**src/rt_result_pkg.sv**
```systemverilog
`default_nettype none

package rt_result_pkg;

    // Bus format widths
    localparam int result_word_width = 32;
    localparam int tri_id_width = 16;
    localparam int bary_width = 8;
    localparam int burst_words = 4;

    // Source code carried with the first word of a burst
    typedef enum logic [1:0]
    {
        src_none = 2'b00,
        src_01 = 2'b01,
        src_10 = 2'b10
    } result_source_e;

    // Words 2 to 4 of each burst have their own state per source
    typedef enum logic [2:0]
    {
        rx_idle = 3'd0,
        rx_hit_01 = 3'd1,
        rx_u_01 = 3'd2,
        rx_v_01 = 3'd3,
        rx_hit_10 = 3'd4,
        rx_u_10 = 3'd5,
        rx_v_10 = 3'd6
    } receive_state_e;

endpackage

`default_nettype wire
```
**src/result_path_top.sv**
```systemverilog
`timescale 1ns/1ps
`default_nettype none

module result_path_top import rt_result_pkg::*;
(
    input  wire logic                          clk,
    input  wire logic                          globalreset,
    input  wire logic                          load_01,
    input  wire logic                          load_10,
    input  wire logic [tri_id_width-1:0]       set_id_a_01, set_id_b_01, set_id_c_01,
    input  wire logic                          set_hit_a_01, set_hit_b_01, set_hit_c_01,
    input  wire logic [bary_width-1:0]         set_u_a_01, set_u_b_01, set_u_c_01,
    input  wire logic [bary_width-1:0]         set_v_a_01, set_v_b_01, set_v_c_01,
    input  wire logic [tri_id_width-1:0]       set_id_a_10, set_id_b_10, set_id_c_10,
    input  wire logic                          set_hit_a_10, set_hit_b_10, set_hit_c_10,
    input  wire logic [bary_width-1:0]         set_u_a_10, set_u_b_10, set_u_c_10,
    input  wire logic [bary_width-1:0]         set_v_a_10, set_v_b_10, set_v_c_10,
    output logic                               busy_01,
    output logic                               busy_10,
    output logic                               valid_01,
    output logic                               valid_10,
    output logic [tri_id_width-1:0]            id_a_01, id_b_01, id_c_01,
    output logic                               hit_a_01, hit_b_01, hit_c_01,
    output logic [bary_width-1:0]              u_a_01, u_b_01, u_c_01,
    output logic [bary_width-1:0]              v_a_01, v_b_01, v_c_01,
    output logic [tri_id_width-1:0]            id_a_10, id_b_10, id_c_10,
    output logic                               hit_a_10, hit_b_10, hit_c_10,
    output logic [bary_width-1:0]              u_a_10, u_b_10, u_c_10,
    output logic [bary_width-1:0]              v_a_10, v_b_10, v_c_10
);

    logic req_01;
    logic req_10;
    logic grant_01;
    logic grant_10;
    logic last_01;
    logic last_10;
    logic [result_word_width-1:0] word_01;
    logic [result_word_width-1:0] word_10;
    logic [result_word_width-1:0] result_data;
    logic result_ready;
    result_source_e result_source;

    result_serializer u_ser_01
    (
        .clk(clk), .globalreset(globalreset), .load(load_01),
        .id_a(set_id_a_01), .id_b(set_id_b_01), .id_c(set_id_c_01),
        .hit_a(set_hit_a_01), .hit_b(set_hit_b_01), .hit_c(set_hit_c_01),
        .u_a(set_u_a_01), .u_b(set_u_b_01), .u_c(set_u_c_01),
        .v_a(set_v_a_01), .v_b(set_v_b_01), .v_c(set_v_c_01),
        .grant(grant_01), .req(req_01), .busy(busy_01),
        .word(word_01), .last(last_01)
    );

    result_serializer u_ser_10
    (
        .clk(clk), .globalreset(globalreset), .load(load_10),
        .id_a(set_id_a_10), .id_b(set_id_b_10), .id_c(set_id_c_10),
        .hit_a(set_hit_a_10), .hit_b(set_hit_b_10), .hit_c(set_hit_c_10),
        .u_a(set_u_a_10), .u_b(set_u_b_10), .u_c(set_u_c_10),
        .v_a(set_v_a_10), .v_b(set_v_b_10), .v_c(set_v_c_10),
        .grant(grant_10), .req(req_10), .busy(busy_10),
        .word(word_10), .last(last_10)
    );

    result_bus_arbiter u_arbiter
    (
        .clk(clk), .globalreset(globalreset),
        .req_01(req_01), .req_10(req_10),
        .word_01(word_01), .word_10(word_10),
        .last_01(last_01), .last_10(last_10),
        .grant_01(grant_01), .grant_10(grant_10),
        .result_data(result_data),
        .result_ready(result_ready),
        .result_source(result_source)
    );

    // Receiver port names match the top level nets one to one
    result_receive u_receive
    (
        .*
    );

endmodule

`default_nettype wire

```
**src/result_receive.sv**
```systemverilog
`timescale 1ns/1ps
`default_nettype none

module result_receive import rt_result_pkg::*;
(
    input  wire logic                          clk,
    input  wire logic                          globalreset,
    input  wire logic [result_word_width-1:0]  result_data,
    input  wire logic                          result_ready,
    input  wire result_source_e                result_source,
    output logic                               valid_01,
    output logic                               valid_10,
    output logic [tri_id_width-1:0]            id_a_01, id_b_01, id_c_01,
    output logic                               hit_a_01, hit_b_01, hit_c_01,
    output logic [bary_width-1:0]              u_a_01, u_b_01, u_c_01,
    output logic [bary_width-1:0]              v_a_01, v_b_01, v_c_01,
    output logic [tri_id_width-1:0]            id_a_10, id_b_10, id_c_10,
    output logic                               hit_a_10, hit_b_10, hit_c_10,
    output logic [bary_width-1:0]              u_a_10, u_b_10, u_c_10,
    output logic [bary_width-1:0]              v_a_10, v_b_10, v_c_10
);

    receive_state_e state;
    receive_state_e next_state;
    logic start_01;
    logic start_10;

    assign start_01 = result_ready && (result_source == src_01);
    assign start_10 = result_ready && (result_source == src_10);

    always_comb
    begin
        case (state)
            rx_idle:
            begin
                if (start_01)
                    next_state = rx_hit_01;
                else if (start_10)
                    next_state = rx_hit_10;
                else
                    next_state = rx_idle;
            end
            rx_hit_01: next_state = rx_u_01;
            rx_u_01:   next_state = rx_v_01;
            rx_hit_10: next_state = rx_u_10;
            rx_u_10:   next_state = rx_v_10;
            default:   next_state = rx_idle;
        endcase
    end

    always_ff @(posedge clk)
    begin
        if (globalreset)
        begin
            state <= rx_idle;
            valid_01 <= 1'b0;
            valid_10 <= 1'b0;
            id_a_01 <= '0;
            id_b_01 <= '0;
            id_c_01 <= '0;
            hit_a_01 <= 1'b0;
            hit_b_01 <= 1'b0;
            hit_c_01 <= 1'b0;
            u_a_01 <= '0;
            u_b_01 <= '0;
            u_c_01 <= '0;
            v_a_01 <= '0;
            v_b_01 <= '0;
            v_c_01 <= '0;
            id_a_10 <= '0;
            id_b_10 <= '0;
            id_c_10 <= '0;
            hit_a_10 <= 1'b0;
            hit_b_10 <= 1'b0;
            hit_c_10 <= 1'b0;
            u_a_10 <= '0;
            u_b_10 <= '0;
            u_c_10 <= '0;
            v_a_10 <= '0;
            v_b_10 <= '0;
            v_c_10 <= '0;
        end
        else
        begin
            state <= next_state;
            // Pulse follows the fourth word of the burst
            valid_01 <= (state == rx_v_01);
            valid_10 <= (state == rx_v_10);
            case (state)
                rx_idle:
                begin
                    if (start_01)
                    begin
                        id_a_01 <= result_data[31:16];
                        id_b_01 <= result_data[15:0];
                    end
                    else if (start_10)
                    begin
                        id_a_10 <= result_data[31:16];
                        id_b_10 <= result_data[15:0];
                    end
                end
                rx_hit_01:
                begin
                    hit_a_01 <= result_data[18];
                    hit_b_01 <= result_data[17];
                    hit_c_01 <= result_data[16];
                    id_c_01 <= result_data[15:0];
                end
                rx_u_01:
                begin
                    u_a_01 <= result_data[23:16];
                    u_b_01 <= result_data[15:8];
                    u_c_01 <= result_data[7:0];
                end
                rx_v_01:
                begin
                    v_a_01 <= result_data[23:16];
                    v_b_01 <= result_data[15:8];
                    v_c_01 <= result_data[7:0];
                end
                rx_hit_10:
                begin
                    hit_a_10 <= result_data[18];
                    hit_b_10 <= result_data[17];
                    hit_c_10 <= result_data[16];
                    id_c_10 <= result_data[15:0];
                end
                rx_u_10:
                begin
                    u_a_10 <= result_data[23:16];
                    u_b_10 <= result_data[15:8];
                    u_c_10 <= result_data[7:0];
                end
                rx_v_10:
                begin
                    v_a_10 <= result_data[23:16];
                    v_b_10 <= result_data[15:8];
                    v_c_10 <= result_data[7:0];
                end
                default:
                begin
                end
            endcase
        end
    end

endmodule

`default_nettype wire

```
**src/result_bus_arbiter.sv**
```systemverilog
`timescale 1ns/1ps
`default_nettype none

module result_bus_arbiter import rt_result_pkg::*;
(
    input  wire logic                          clk,
    input  wire logic                          globalreset,
    input  wire logic                          req_01,
    input  wire logic                          req_10,
    input  wire logic [result_word_width-1:0]  word_01,
    input  wire logic [result_word_width-1:0]  word_10,
    input  wire logic                          last_01,
    input  wire logic                          last_10,
    output logic                               grant_01,
    output logic                               grant_10,
    output logic [result_word_width-1:0]       result_data,
    output logic                               result_ready,
    output result_source_e                     result_source
);

    result_source_e owner;
    logic first;
    logic last_served_10;
    logic owner_free;

    assign grant_01 = (owner == src_01);
    assign grant_10 = (owner == src_10);

    // Bus is free when idle or when the owner is on its final word
    assign owner_free = (owner == src_none) || (grant_01 && last_01) || (grant_10 && last_10);

    always_ff @(posedge clk)
    begin
        if (globalreset)
        begin
            owner <= src_none;
            first <= 1'b0;
            last_served_10 <= 1'b1;
        end
        else
        begin
            first <= 1'b0;
            if (owner_free)
            begin
                if (req_01 && req_10)
                begin
                    // Priority only moves on a contested pick
                    owner <= last_served_10 ? src_01 : src_10;
                    last_served_10 <= !last_served_10;
                    first <= 1'b1;
                end
                else if (req_01 || req_10)
                begin
                    owner <= req_01 ? src_01 : src_10;
                    first <= 1'b1;
                end
                else
                begin
                    owner <= src_none;
                end
            end
        end
    end

    // The bus is registered, one cycle behind the serializer word
    always_ff @(posedge clk)
    begin
        if (globalreset)
        begin
            result_ready <= 1'b0;
            result_source <= src_none;
        end
        else
        begin
            result_ready <= first;
            result_source <= first ? owner : src_none;
        end
    end

    always_ff @(posedge clk)
    begin
        result_data <= grant_10 ? word_10 : (grant_01 ? word_01 : '0);
    end

endmodule

`default_nettype wire

```
**src/result_serializer.sv**
```systemverilog
`timescale 1ns/1ps
`default_nettype none

module result_serializer import rt_result_pkg::*;
(
    input  wire logic                          clk,
    input  wire logic                          globalreset,
    input  wire logic                          load,
    input  wire logic [tri_id_width-1:0]       id_a,
    input  wire logic [tri_id_width-1:0]       id_b,
    input  wire logic [tri_id_width-1:0]       id_c,
    input  wire logic                          hit_a,
    input  wire logic                          hit_b,
    input  wire logic                          hit_c,
    input  wire logic [bary_width-1:0]         u_a,
    input  wire logic [bary_width-1:0]         u_b,
    input  wire logic [bary_width-1:0]         u_c,
    input  wire logic [bary_width-1:0]         v_a,
    input  wire logic [bary_width-1:0]         v_b,
    input  wire logic [bary_width-1:0]         v_c,
    input  wire logic                          grant,
    output logic                               req,
    output logic                               busy,
    output logic [result_word_width-1:0]       word,
    output logic                               last
);

    logic [1:0] beat;
    logic [tri_id_width-1:0] id_a_q;
    logic [tri_id_width-1:0] id_b_q;
    logic [tri_id_width-1:0] id_c_q;
    logic [2:0] hit_q;
    logic [3*bary_width-1:0] u_q;
    logic [3*bary_width-1:0] v_q;

    always_ff @(posedge clk)
    begin
        if (globalreset)
        begin
            busy <= 1'b0;
            beat <= 2'd0;
        end
        else if (!busy)
        begin
            busy <= load;
            beat <= 2'd0;
        end
        else if (grant)
        begin
            if (last)
            begin
                busy <= 1'b0;
                beat <= 2'd0;
            end
            else
            begin
                beat <= beat + 2'd1;
            end
        end
    end

    // Loads arriving during a burst are dropped
    always_ff @(posedge clk)
    begin
        if (load && !busy)
        begin
            id_a_q <= id_a;
            id_b_q <= id_b;
            id_c_q <= id_c;
            hit_q <= {hit_a, hit_b, hit_c};
            u_q <= {u_a, u_b, u_c};
            v_q <= {v_a, v_b, v_c};
        end
    end

    // The beat index only reaches the final word while granted
    assign last = busy && (beat == 2'(burst_words - 1));

    // Request drops during the last word so the arbiter can hand over at once
    assign req = busy && !last;

    always_comb
    begin
        case (beat)
            2'd0:    word = {id_a_q, id_b_q};
            2'd1:    word = {13'd0, hit_q, id_c_q};
            2'd2:    word = {8'd0, u_q};
            default: word = {8'd0, v_q};
        endcase
    end

endmodule

`default_nettype wire

```
**config.mk**
```make
export PLATFORM = sky130hd
export DESIGN_NAME = result_path_top
export DESIGN_NICKNAME = d
export VERILOG_FILES = /design/src/rt_result_pkg.sv /design/src/result_path_top.sv /design/src/result_receive.sv /design/src/result_bus_arbiter.sv /design/src/result_serializer.sv
export SDC_FILE = /design/constraint.sdc
export NUM_CORES = 1
export LEC_CHECK = 0
export ABC_AREA = 1
export BUFFER_PORTS_ARGS = -buffer_cell sky130_fd_sc_hd__buf_2
export CELL_PAD_IN_SITES_DETAIL_PLACEMENT = 1
export CELL_PAD_IN_SITES_GLOBAL_PLACEMENT = 1
export CORE_MARGIN = 1.5
export CORE_UTILIZATION = 25
export CTS_BUF_LIST = sky130_fd_sc_hd__clkbuf_4 sky130_fd_sc_hd__clkbuf_8
export DETAILED_ROUTE_END_ITERATION = 12
export MAX_ROUTING_LAYER = met4
export PLACE_DENSITY_LB_ADDON = 0.1
export SKIP_LAST_GASP = 1
export SYNTH_ARGS = -nofsm -noshare
export SYNTH_HDL_FRONTEND = slang
export SYNTH_HIERARCHICAL = 1
export SYNTH_SLANG_ARGS = --single-unit
```
**constraint.sdc**
```tcl
create_clock -name clk -period 7.8 [get_ports clk]
set_input_delay 1.56 -clock clk [delete_from_list [all_inputs] [get_ports clk]]
set_output_delay 1.56 -clock clk [all_outputs]
set_load 0.02 [all_outputs]
```
==> results.sh, run 1 <==
export IMPL_start_util=0.252
export IMPL_crit_required_ns=8.36
export IMPL_grt_start_max_net_pins=100
export IMPL_leakagePower_nw=9.27
export IMPL_final_min_clock_period_ns=3.31
export IMPL_postSynthRegisterBits=446
export IMPL_detailed_place_area_sq_um=19300
export IMPL_yosysUniqueCellTypes=24
export IMPL_global_route_wire_length_before_repair_mm=83.5
export IMPL_hold_class="reg2reg"
export IMPL_cp_startpoint="globalreset"
export IMPL_final_setup_tns_ns=0
export IMPL_routabilityCongestion=0.772
export IMPL_share_of_synthesized_area_occupied_by_flip_flops_and_latches=0.659
export IMPL_synth_avg_cell_area_sq_um=9.48
export IMPL_power_share_combinational=0.050
export IMPL_detailedRoute_firstPassIterationCount=4
export IMPL_cp_launch_type="input pin"
export IMPL_hold_viol_final=0
export IMPL_p_int_mw=3.91
export IMPL_design_core_area_sq_um=65600
export IMPL_post_layout_total_power_mw=5.15
export IMPL_synth_top_cells_by_count="sky130_fd_sc_hd__nand2_1 (438), sky130_fd_sc_hd__nor2_1 (354), sky130_fd_sc_hd__dfxtp_1 (248)"
export IMPL_post_cts_resize_count=0
export IMPL_port_buffer_count=403
export IMPL_area_delta_synth_final_pct=26.9
export IMPL_postCtsHoldBufs=0
export IMPL_clock_tree_from_tritoncts="yes"
export IMPL_numCtsBuffers=84
export IMPL_global_route_overflow_total=0
export IMPL_track_usage=0.171
export IMPL_power_clock_fraction=0.447
export IMPL_nFillCells=7707
export IMPL_nNetsFinal=2371
export IMPL_worst_slack_ns=4.49
export IMPL_power_per_cell_area_nw_per_um2=245
export IMPL_detail_route_wl_per_cell_um=18.4
export IMPL_synth_area_leader_cell="sky130_fd_sc_hd__edfxtp_1"
export IMPL_ctsHtreeMaxLevel=3
export IMPL_post_synth_instance_area_sq_um=16600
export IMPL_chipHeight_um=260
export IMPL_switching_power_mw=1.24
export IMPL_avgViaCountPerCell=4.17
export IMPL_timing_critical_path_to_type="flip-flop"
export IMPL_p_sw_frac=0.241
export IMPL_power_frac_seq=0.503
export IMPL_yosys_cell_count_top_type="sky130_fd_sc_hd__nand2_1"
export IMPL_finalMaxSlewViolations=0
export IMPL_drive_above_1_share=0.260
export IMPL_clockBufferDepth=3
export IMPL_critical_path_max_fanout=99
export IMPL_timing_rr_end="u_ser_01/id_c_q[3]"
export IMPL_setup_worst_path_class="in2reg"
export IMPL_grt_pass1_vias=13327
export IMPL_rsz_0062_raised_after_global_routing="false"
export IMPL_drc_errors=0
export IMPL_post_detailed_routing_wire_length_mm=57.0
export IMPL_detail_route_antenna_nets=0
export IMPL_synth_main_ff_cell="sky130_fd_sc_hd__dfxtp_1"
export IMPL_fin_worst_skew_ns=0.0231
export IMPL_cts_root_buffer_cell="sky130_fd_sc_hd__clkbuf_8"
export IMPL_timing_max_slew_rel_slack=0.160
export IMPL_synth_largest_type_area_fraction=0.359
export IMPL_crit_path_end="u_receive/v_b_10[4]"
export IMPL_num_io_pins=404
export IMPL_dieArea_sq_um=67800
export IMPL_ys_warnings_count=6
export IMPL_worst_skew_pair_late_latency_ns=0.67
export IMPL_ys_async_sr_fraction=0
export IMPL_reg2reg_from="u_ser_01/busy"
export IMPL_largest_cells_by_area_after_synthesis="sky130_fd_sc_hd__edfxtp_1 (36%), sky130_fd_sc_hd__dfxtp_1 (30%), sky130_fd_sc_hd__nand2_1 (9.9%)"
export IMPL_clkTransAtPathRegs_ns=0.05
export IMPL_post_cts_buffers=0
export IMPL_number_of_antenna_violations_at_the_first_check_in_global_routing=7
export IMPL_placement_setup_worst_slack_ns=3.79
export IMPL_cell_count_after_synthesis=1746
export IMPL_dpl_hpwl_mm=40.7
export IMPL_syn_nets=1958
export IMPL_timing_hold_worst_path_depth=2
export IMPL_clock_fmax_ghz=0.302
export IMPL_number_of_enable_type_register_cells_in_the_synthesized_netlist=198
export IMPL_worstMarginPinSlew_ns=1.26
export IMPL_vias=12920
export IMPL_floorplan_die_width_um=260
export IMPL_max_cap_violations=0
export IMPL_peakVddDrop_uv=114
export IMPL_worst_r2r_cell_count=3
export IMPL_ff2ff_setup_slack_ns=5.37
export IMPL_post_route_cell_area_sq_um=21000
export IMPL_outcome="completed"
export IMPL_hp_start="u_receive/v_a_10[2]"
export IMPL_tritoncts_num_sinks=446
export IMPL_final_period_utilization=0.424
export IMPL_detail_route_iter0_violations=576
export IMPL_worst_endpoint_arrival_ns=3.87
export IMPL_report_final_setup_viol=0
export IMPL_rows=94
-- cells by family after synthesis --
kind of cell / after synthesis / synth area share
buffers and inverters: 214 / 0.0597
AND/OR/NAND/NOR: 835 / 0.193
adder cells (fa/ha/maj): 10 / 0.00756
XOR/XNOR: 2 / 0.00106
AO/OA/AOI/OAI: 239 / 0.0801
flip-flops: 446 / 0.659
-- power by group through the flow --
| stage | combinational (mW) | clock (mW) | sequential (mW) |
|---|---|---|---|
| final | 0.260 | 2.30 | 2.59 |
| after global routing | 0.296 | 2.51 | 2.60 |
| after CTS | 0.270 | 2.41 | 2.59 |
| after detailed placement | 0.269 | 0 | 2.64 |
| after global placement | 0.265 | 0 | 2.64 |
| after floorplan | 0.140 | 0 | 2.62 |
-- cell usage in the layout (no fill, tap or decap), types with 16 or more instances in the layout --
cell,count
sky130_fd_sc_hd__a21oi_1,93
sky130_fd_sc_hd__a22o_1,29
sky130_fd_sc_hd__buf_2,403
sky130_fd_sc_hd__buf_4,16
sky130_fd_sc_hd__clkbuf_4,31
sky130_fd_sc_hd__clkbuf_8,94
sky130_fd_sc_hd__dfxtp_1,248
sky130_fd_sc_hd__edfxtp_1,198
sky130_fd_sc_hd__inv_1,113
sky130_fd_sc_hd__nand2_1,438
sky130_fd_sc_hd__nand3_1,35
sky130_fd_sc_hd__nor2_1,348
sky130_fd_sc_hd__o21ai_0,112
-- worst min-delay path by stage --
stage	slack, ns	end
CTS	0.45	u_receive/v_c_10[5]
global placement	0.43	u_receive/id_c_01[15]
detailed placement	0.44	u_receive/v_c_10[5]
finish	0.44	u_receive/v_a_10[2]
floorplan	0.43	u_arbiter/result_ready
global route	0.46	u_receive/v_a_10[6]
-- layer usage --
metal / GRT usage / wire length, um
met5: - / 0
met4: 0.0499 / 1230
met3: 0.0445 / 3410
met2: 0.281 / 27500
met1: 0.207 / 24900
-- metrics by stage --
step | hold WS, ns | cells | utilization
finish | 0.443 | 3096 | 0.320
global route | 0.461 | 3094 | 0.320
CTS | 0.445 | 3087 | 0.320
detailed placement | 0.436 | 2937 | 0.294
global placement | 0.431 | 2937 | 0.294
floorplan | 0.429 | 1746 | -
-- critical path, cell delays in order --
cell and delay [ns]:
sky130_fd_sc_hd__buf_2 0.09, sky130_fd_sc_hd__buf_4 0.26, sky130_fd_sc_hd__inv_4 0.61, sky130_fd_sc_hd__buf_4 0.81
sky130_fd_sc_hd__o21ai_0 0.23, sky130_fd_sc_hd__a21oi_1 0.17
-- final cells by class --
class,instances,area [sq um],share of cell area
antenna,9,22.5,0.00107
clock inverter,25,166,0.00792
timing repair buffer,419,2140,0.102
clock buffer,125,1530,0.0726
sequential,446,10900,0.519
inverter,122,460,0.0219
tap,864,1080,0.0515
multi-input combinational,1086,4710,0.224
-- flip-flops by register name, indices dropped and copies added (netlist names), 16 cells and up --
signal / cells
u_arbiter/result_data: 32
u_receive/id_a_01: 16
u_receive/id_a_10: 16
u_receive/id_b_01: 16
u_receive/id_b_10: 16
u_receive/id_c_01: 16
u_receive/id_c_10: 16
u_ser_01/id_a_q: 16
u_ser_01/id_b_q: 16
u_ser_01/id_c_q: 16
u_ser_01/u_q: 24
u_ser_01/v_q: 24
u_ser_10/id_a_q: 16
u_ser_10/id_b_q: 16
u_ser_10/id_c_q: 16
u_ser_10/u_q: 24
u_ser_10/v_q: 24
Power figures use the tool's default switching activity.
==> run 2, diff against run 1 <==
==> constraint.sdc (replaced) <==
create_clock -name clk -period 2.9 [get_ports clk]
set_input_delay 0.58 -clock clk [delete_from_list [all_inputs] [get_ports clk]]
set_output_delay 0.58 -clock clk [all_outputs]
set_load 0.02 [all_outputs]
==> run 2 against run 1 <==
Effect of this change:
- clock skew grew 0.0047 ns
- clock power rose to 2.9 times the previous value
- count of clock-buffer cells in the layout grew 14
- highest routed layer unchanged
- largest cell class unchanged
==> results.sh, run 2 (synthesis gave the netlist of run 1 again) <==
export IMPL_design_core_area_sq_um=65600
export IMPL_fin_worst_skew_ns=0.0278
export IMPL_setup_worst_path_class="reg2reg"
export IMPL_track_usage=0.177
export IMPL_worst_r2r_cell_count=7
export IMPL_global_route_wire_length_before_repair_mm=85.8
export IMPL_global_route_overflow_total=0
export IMPL_grt_pass1_vias=13553
export IMPL_placement_setup_worst_slack_ns=0.693
export IMPL_worstMarginPinSlew_ns=0.982
export IMPL_crit_required_ns=3.50
export IMPL_worst_endpoint_arrival_ns=2.74
export IMPL_post_detailed_routing_wire_length_mm=59.2
export IMPL_timing_critical_path_to_type="flip-flop"
export IMPL_post_cts_buffers=0
export IMPL_ctsHtreeMaxLevel=3
export IMPL_crit_path_end="u_arbiter/result_data[3]"
export IMPL_clkTransAtPathRegs_ns=0.06
export IMPL_timing_max_slew_rel_slack=0.345
export IMPL_area_delta_synth_final_pct=29.6
export IMPL_timing_rr_end="u_arbiter/result_data[3]"
export IMPL_number_of_antenna_violations_at_the_first_check_in_global_routing=12
export IMPL_final_setup_tns_ns=0
export IMPL_leakagePower_nw=9.50
export IMPL_critical_path_max_fanout=24
export IMPL_start_util=0.252
export IMPL_detail_route_antenna_nets=0
export IMPL_final_period_utilization=0.737
export IMPL_tritoncts_num_sinks=446
export IMPL_peakVddDrop_uv=312
export IMPL_most_common_layout_cells="sky130_fd_sc_hd__nand2_1 (438), sky130_fd_sc_hd__buf_2 (403), sky130_fd_sc_hd__nor2_1 (348), sky130_fd_sc_hd__dfxtp_1 (248), sky130_fd_sc_hd__edfxtp_1 (198)"
export IMPL_dpl_hpwl_mm=42.5
export IMPL_nFillCells=7697
export IMPL_drive_above_1_share=0.270
export IMPL_hold_class="in2reg"
export IMPL_report_final_setup_viol=0
export IMPL_hold_viol_final=0
export IMPL_largest_register="u_arbiter/result_data"
export IMPL_clock_tree_from_tritoncts="yes"
export IMPL_post_layout_total_power_mw=14.4
export IMPL_dieArea_sq_um=67800
export IMPL_layout_cells_most_common="sky130_fd_sc_hd__nand2_1"
export IMPL_detailedRoute_firstPassIterationCount=4
export IMPL_worst_skew_pair_late_latency_ns=0.68
export IMPL_routabilityCongestion=0.750
export IMPL_cp_launch_type="flip-flop"
export IMPL_port_buffer_count=403
export IMPL_vias=13175
export IMPL_numCtsBuffers=85
export IMPL_worst_slack_ns=0.764
export IMPL_final_min_clock_period_ns=2.14
export IMPL_rsz_0062_raised_after_global_routing="false"
export IMPL_power_per_cell_area_nw_per_um2=671
export IMPL_floorplan_die_width_um=260
export IMPL_finalMaxSlewViolations=0
export IMPL_avgViaCountPerCell=4.21
export IMPL_finalHoldWorstSlack_ns=0.0771
export IMPL_ff2ff_setup_slack_ns=0.76
export IMPL_rows=94
export IMPL_cts_root_buffer_cell="sky130_fd_sc_hd__clkbuf_8"
export IMPL_num_io_pins=404
export IMPL_reg2reg_from="u_ser_10/beat[0]"
export IMPL_clock_fmax_ghz=0.468
export IMPL_nNetsFinal=2394
export IMPL_grt_start_max_net_pins=75
export IMPL_largest_register_ff_count=32
export IMPL_max_cap_violations=0
export IMPL_cp_startpoint="u_ser_10/beat[0]"
export IMPL_detail_route_iter0_violations=582
export IMPL_drc_errors=0
export IMPL_clockBufferDepth=3
export IMPL_detail_route_wl_per_cell_um=18.9
export IMPL_outcome="completed"
export IMPL_chipHeight_um=260
-- run 2: cell count changes in the layout (fill, tap and decap cells not counted) --
cell,previous run,this run
sky130_fd_sc_hd__clkbuf_8,94,109
sky130_fd_sc_hd__clkinv_1,12,1
sky130_fd_sc_hd__buf_12,0,6
sky130_fd_sc_hd__inv_4,1,2
sky130_fd_sc_hd__clkbuf_4,31,30
sky130_fd_sc_hd__buf_4,16,21
sky130_fd_sc_hd__clkinv_2,6,11
sky130_fd_sc_hd__dlygate4sd3_1,0,11
sky130_fd_sc_hd__clkinvlp_4,3,2
-- run 2: stage by stage --
| step | cell area (sq um) | instances | util |
|---|---|---|---|
| after floorplan | 16600 | 1746 | - |
| after detailed placement | 19500 | 2948 | 0.296 |
| after global placement | 19500 | 2948 | 0.296 |
| final | 21500 | 3126 | 0.327 |
| after CTS | 21400 | 3117 | 0.327 |
| after global routing | 21500 | 3125 | 0.327 |
-- run 2: worst max-delay path, stage by stage, from the launching register on --
cell and delay [ns]:
sky130_fd_sc_hd__dfxtp_1 0.36, sky130_fd_sc_hd__inv_1 0.10, sky130_fd_sc_hd__ha_1 0.78, sky130_fd_sc_hd__nand2_1 0.10, sky130_fd_sc_hd__nand2_1 0.16, sky130_fd_sc_hd__nor2_1 0.06
sky130_fd_sc_hd__nor2_1 0.30, sky130_fd_sc_hd__a22o_1 0.20
-- run 2: layout make-up --
type / instances / area, sq um / area share
timing repair buffer: 441 / 2400 / 0.112
tap: 864 / 1080 / 0.0504
clock inverter: 19 / 149 / 0.00694
sequential: 446 / 10900 / 0.508
inverter: 122 / 460 / 0.0215
antenna: 9 / 22.5 / 0.00105
multi-input combinational: 1086 / 4710 / 0.219
clock buffer: 139 / 1730 / 0.0804
-- run 2: worst min-delay path by stage --
stage,start,slack (ns),end,depth (start not counted)
floorplan,u_arbiter/first,0.43,u_arbiter/result_ready,2
global placement,u_receive/id_c_01[0],0.43,u_receive/id_c_01[0],2
detailed placement,u_receive/v_a_10[5],0.43,u_receive/v_a_10[5],2
CTS,set_u_c_10[1],0.0003,u_ser_10/u_q[1],1
global route,set_id_b_01[4],0.02,u_ser_01/id_b_q[4],1
finish,set_u_a_01[0],0.08,u_ser_01/u_q[16],1
-- run 2: where the power goes --
group          switching, mW  total, mW  internal, mW
clock                   2.82       6.70          3.87
sequential             0.170       6.98          6.81
combinational          0.467      0.731         0.265
-- run 2: timing repair --
action,CTS,global route
hold endpoints to repair,11,0
setup endpoints to repair,0,0
hold buffers,11,0
resized for setup,0,0
-- run 2: routing by layer --
layer / wire length, um / global-route usage / share of wire
met5: 0 / - / 0
met4: 926 / 0.0528 / 0.016
met3: 3200 / 0.0414 / 0.054
met2: 28500 / 0.289 / 0.48
met1: 26600 / 0.217 / 0.45
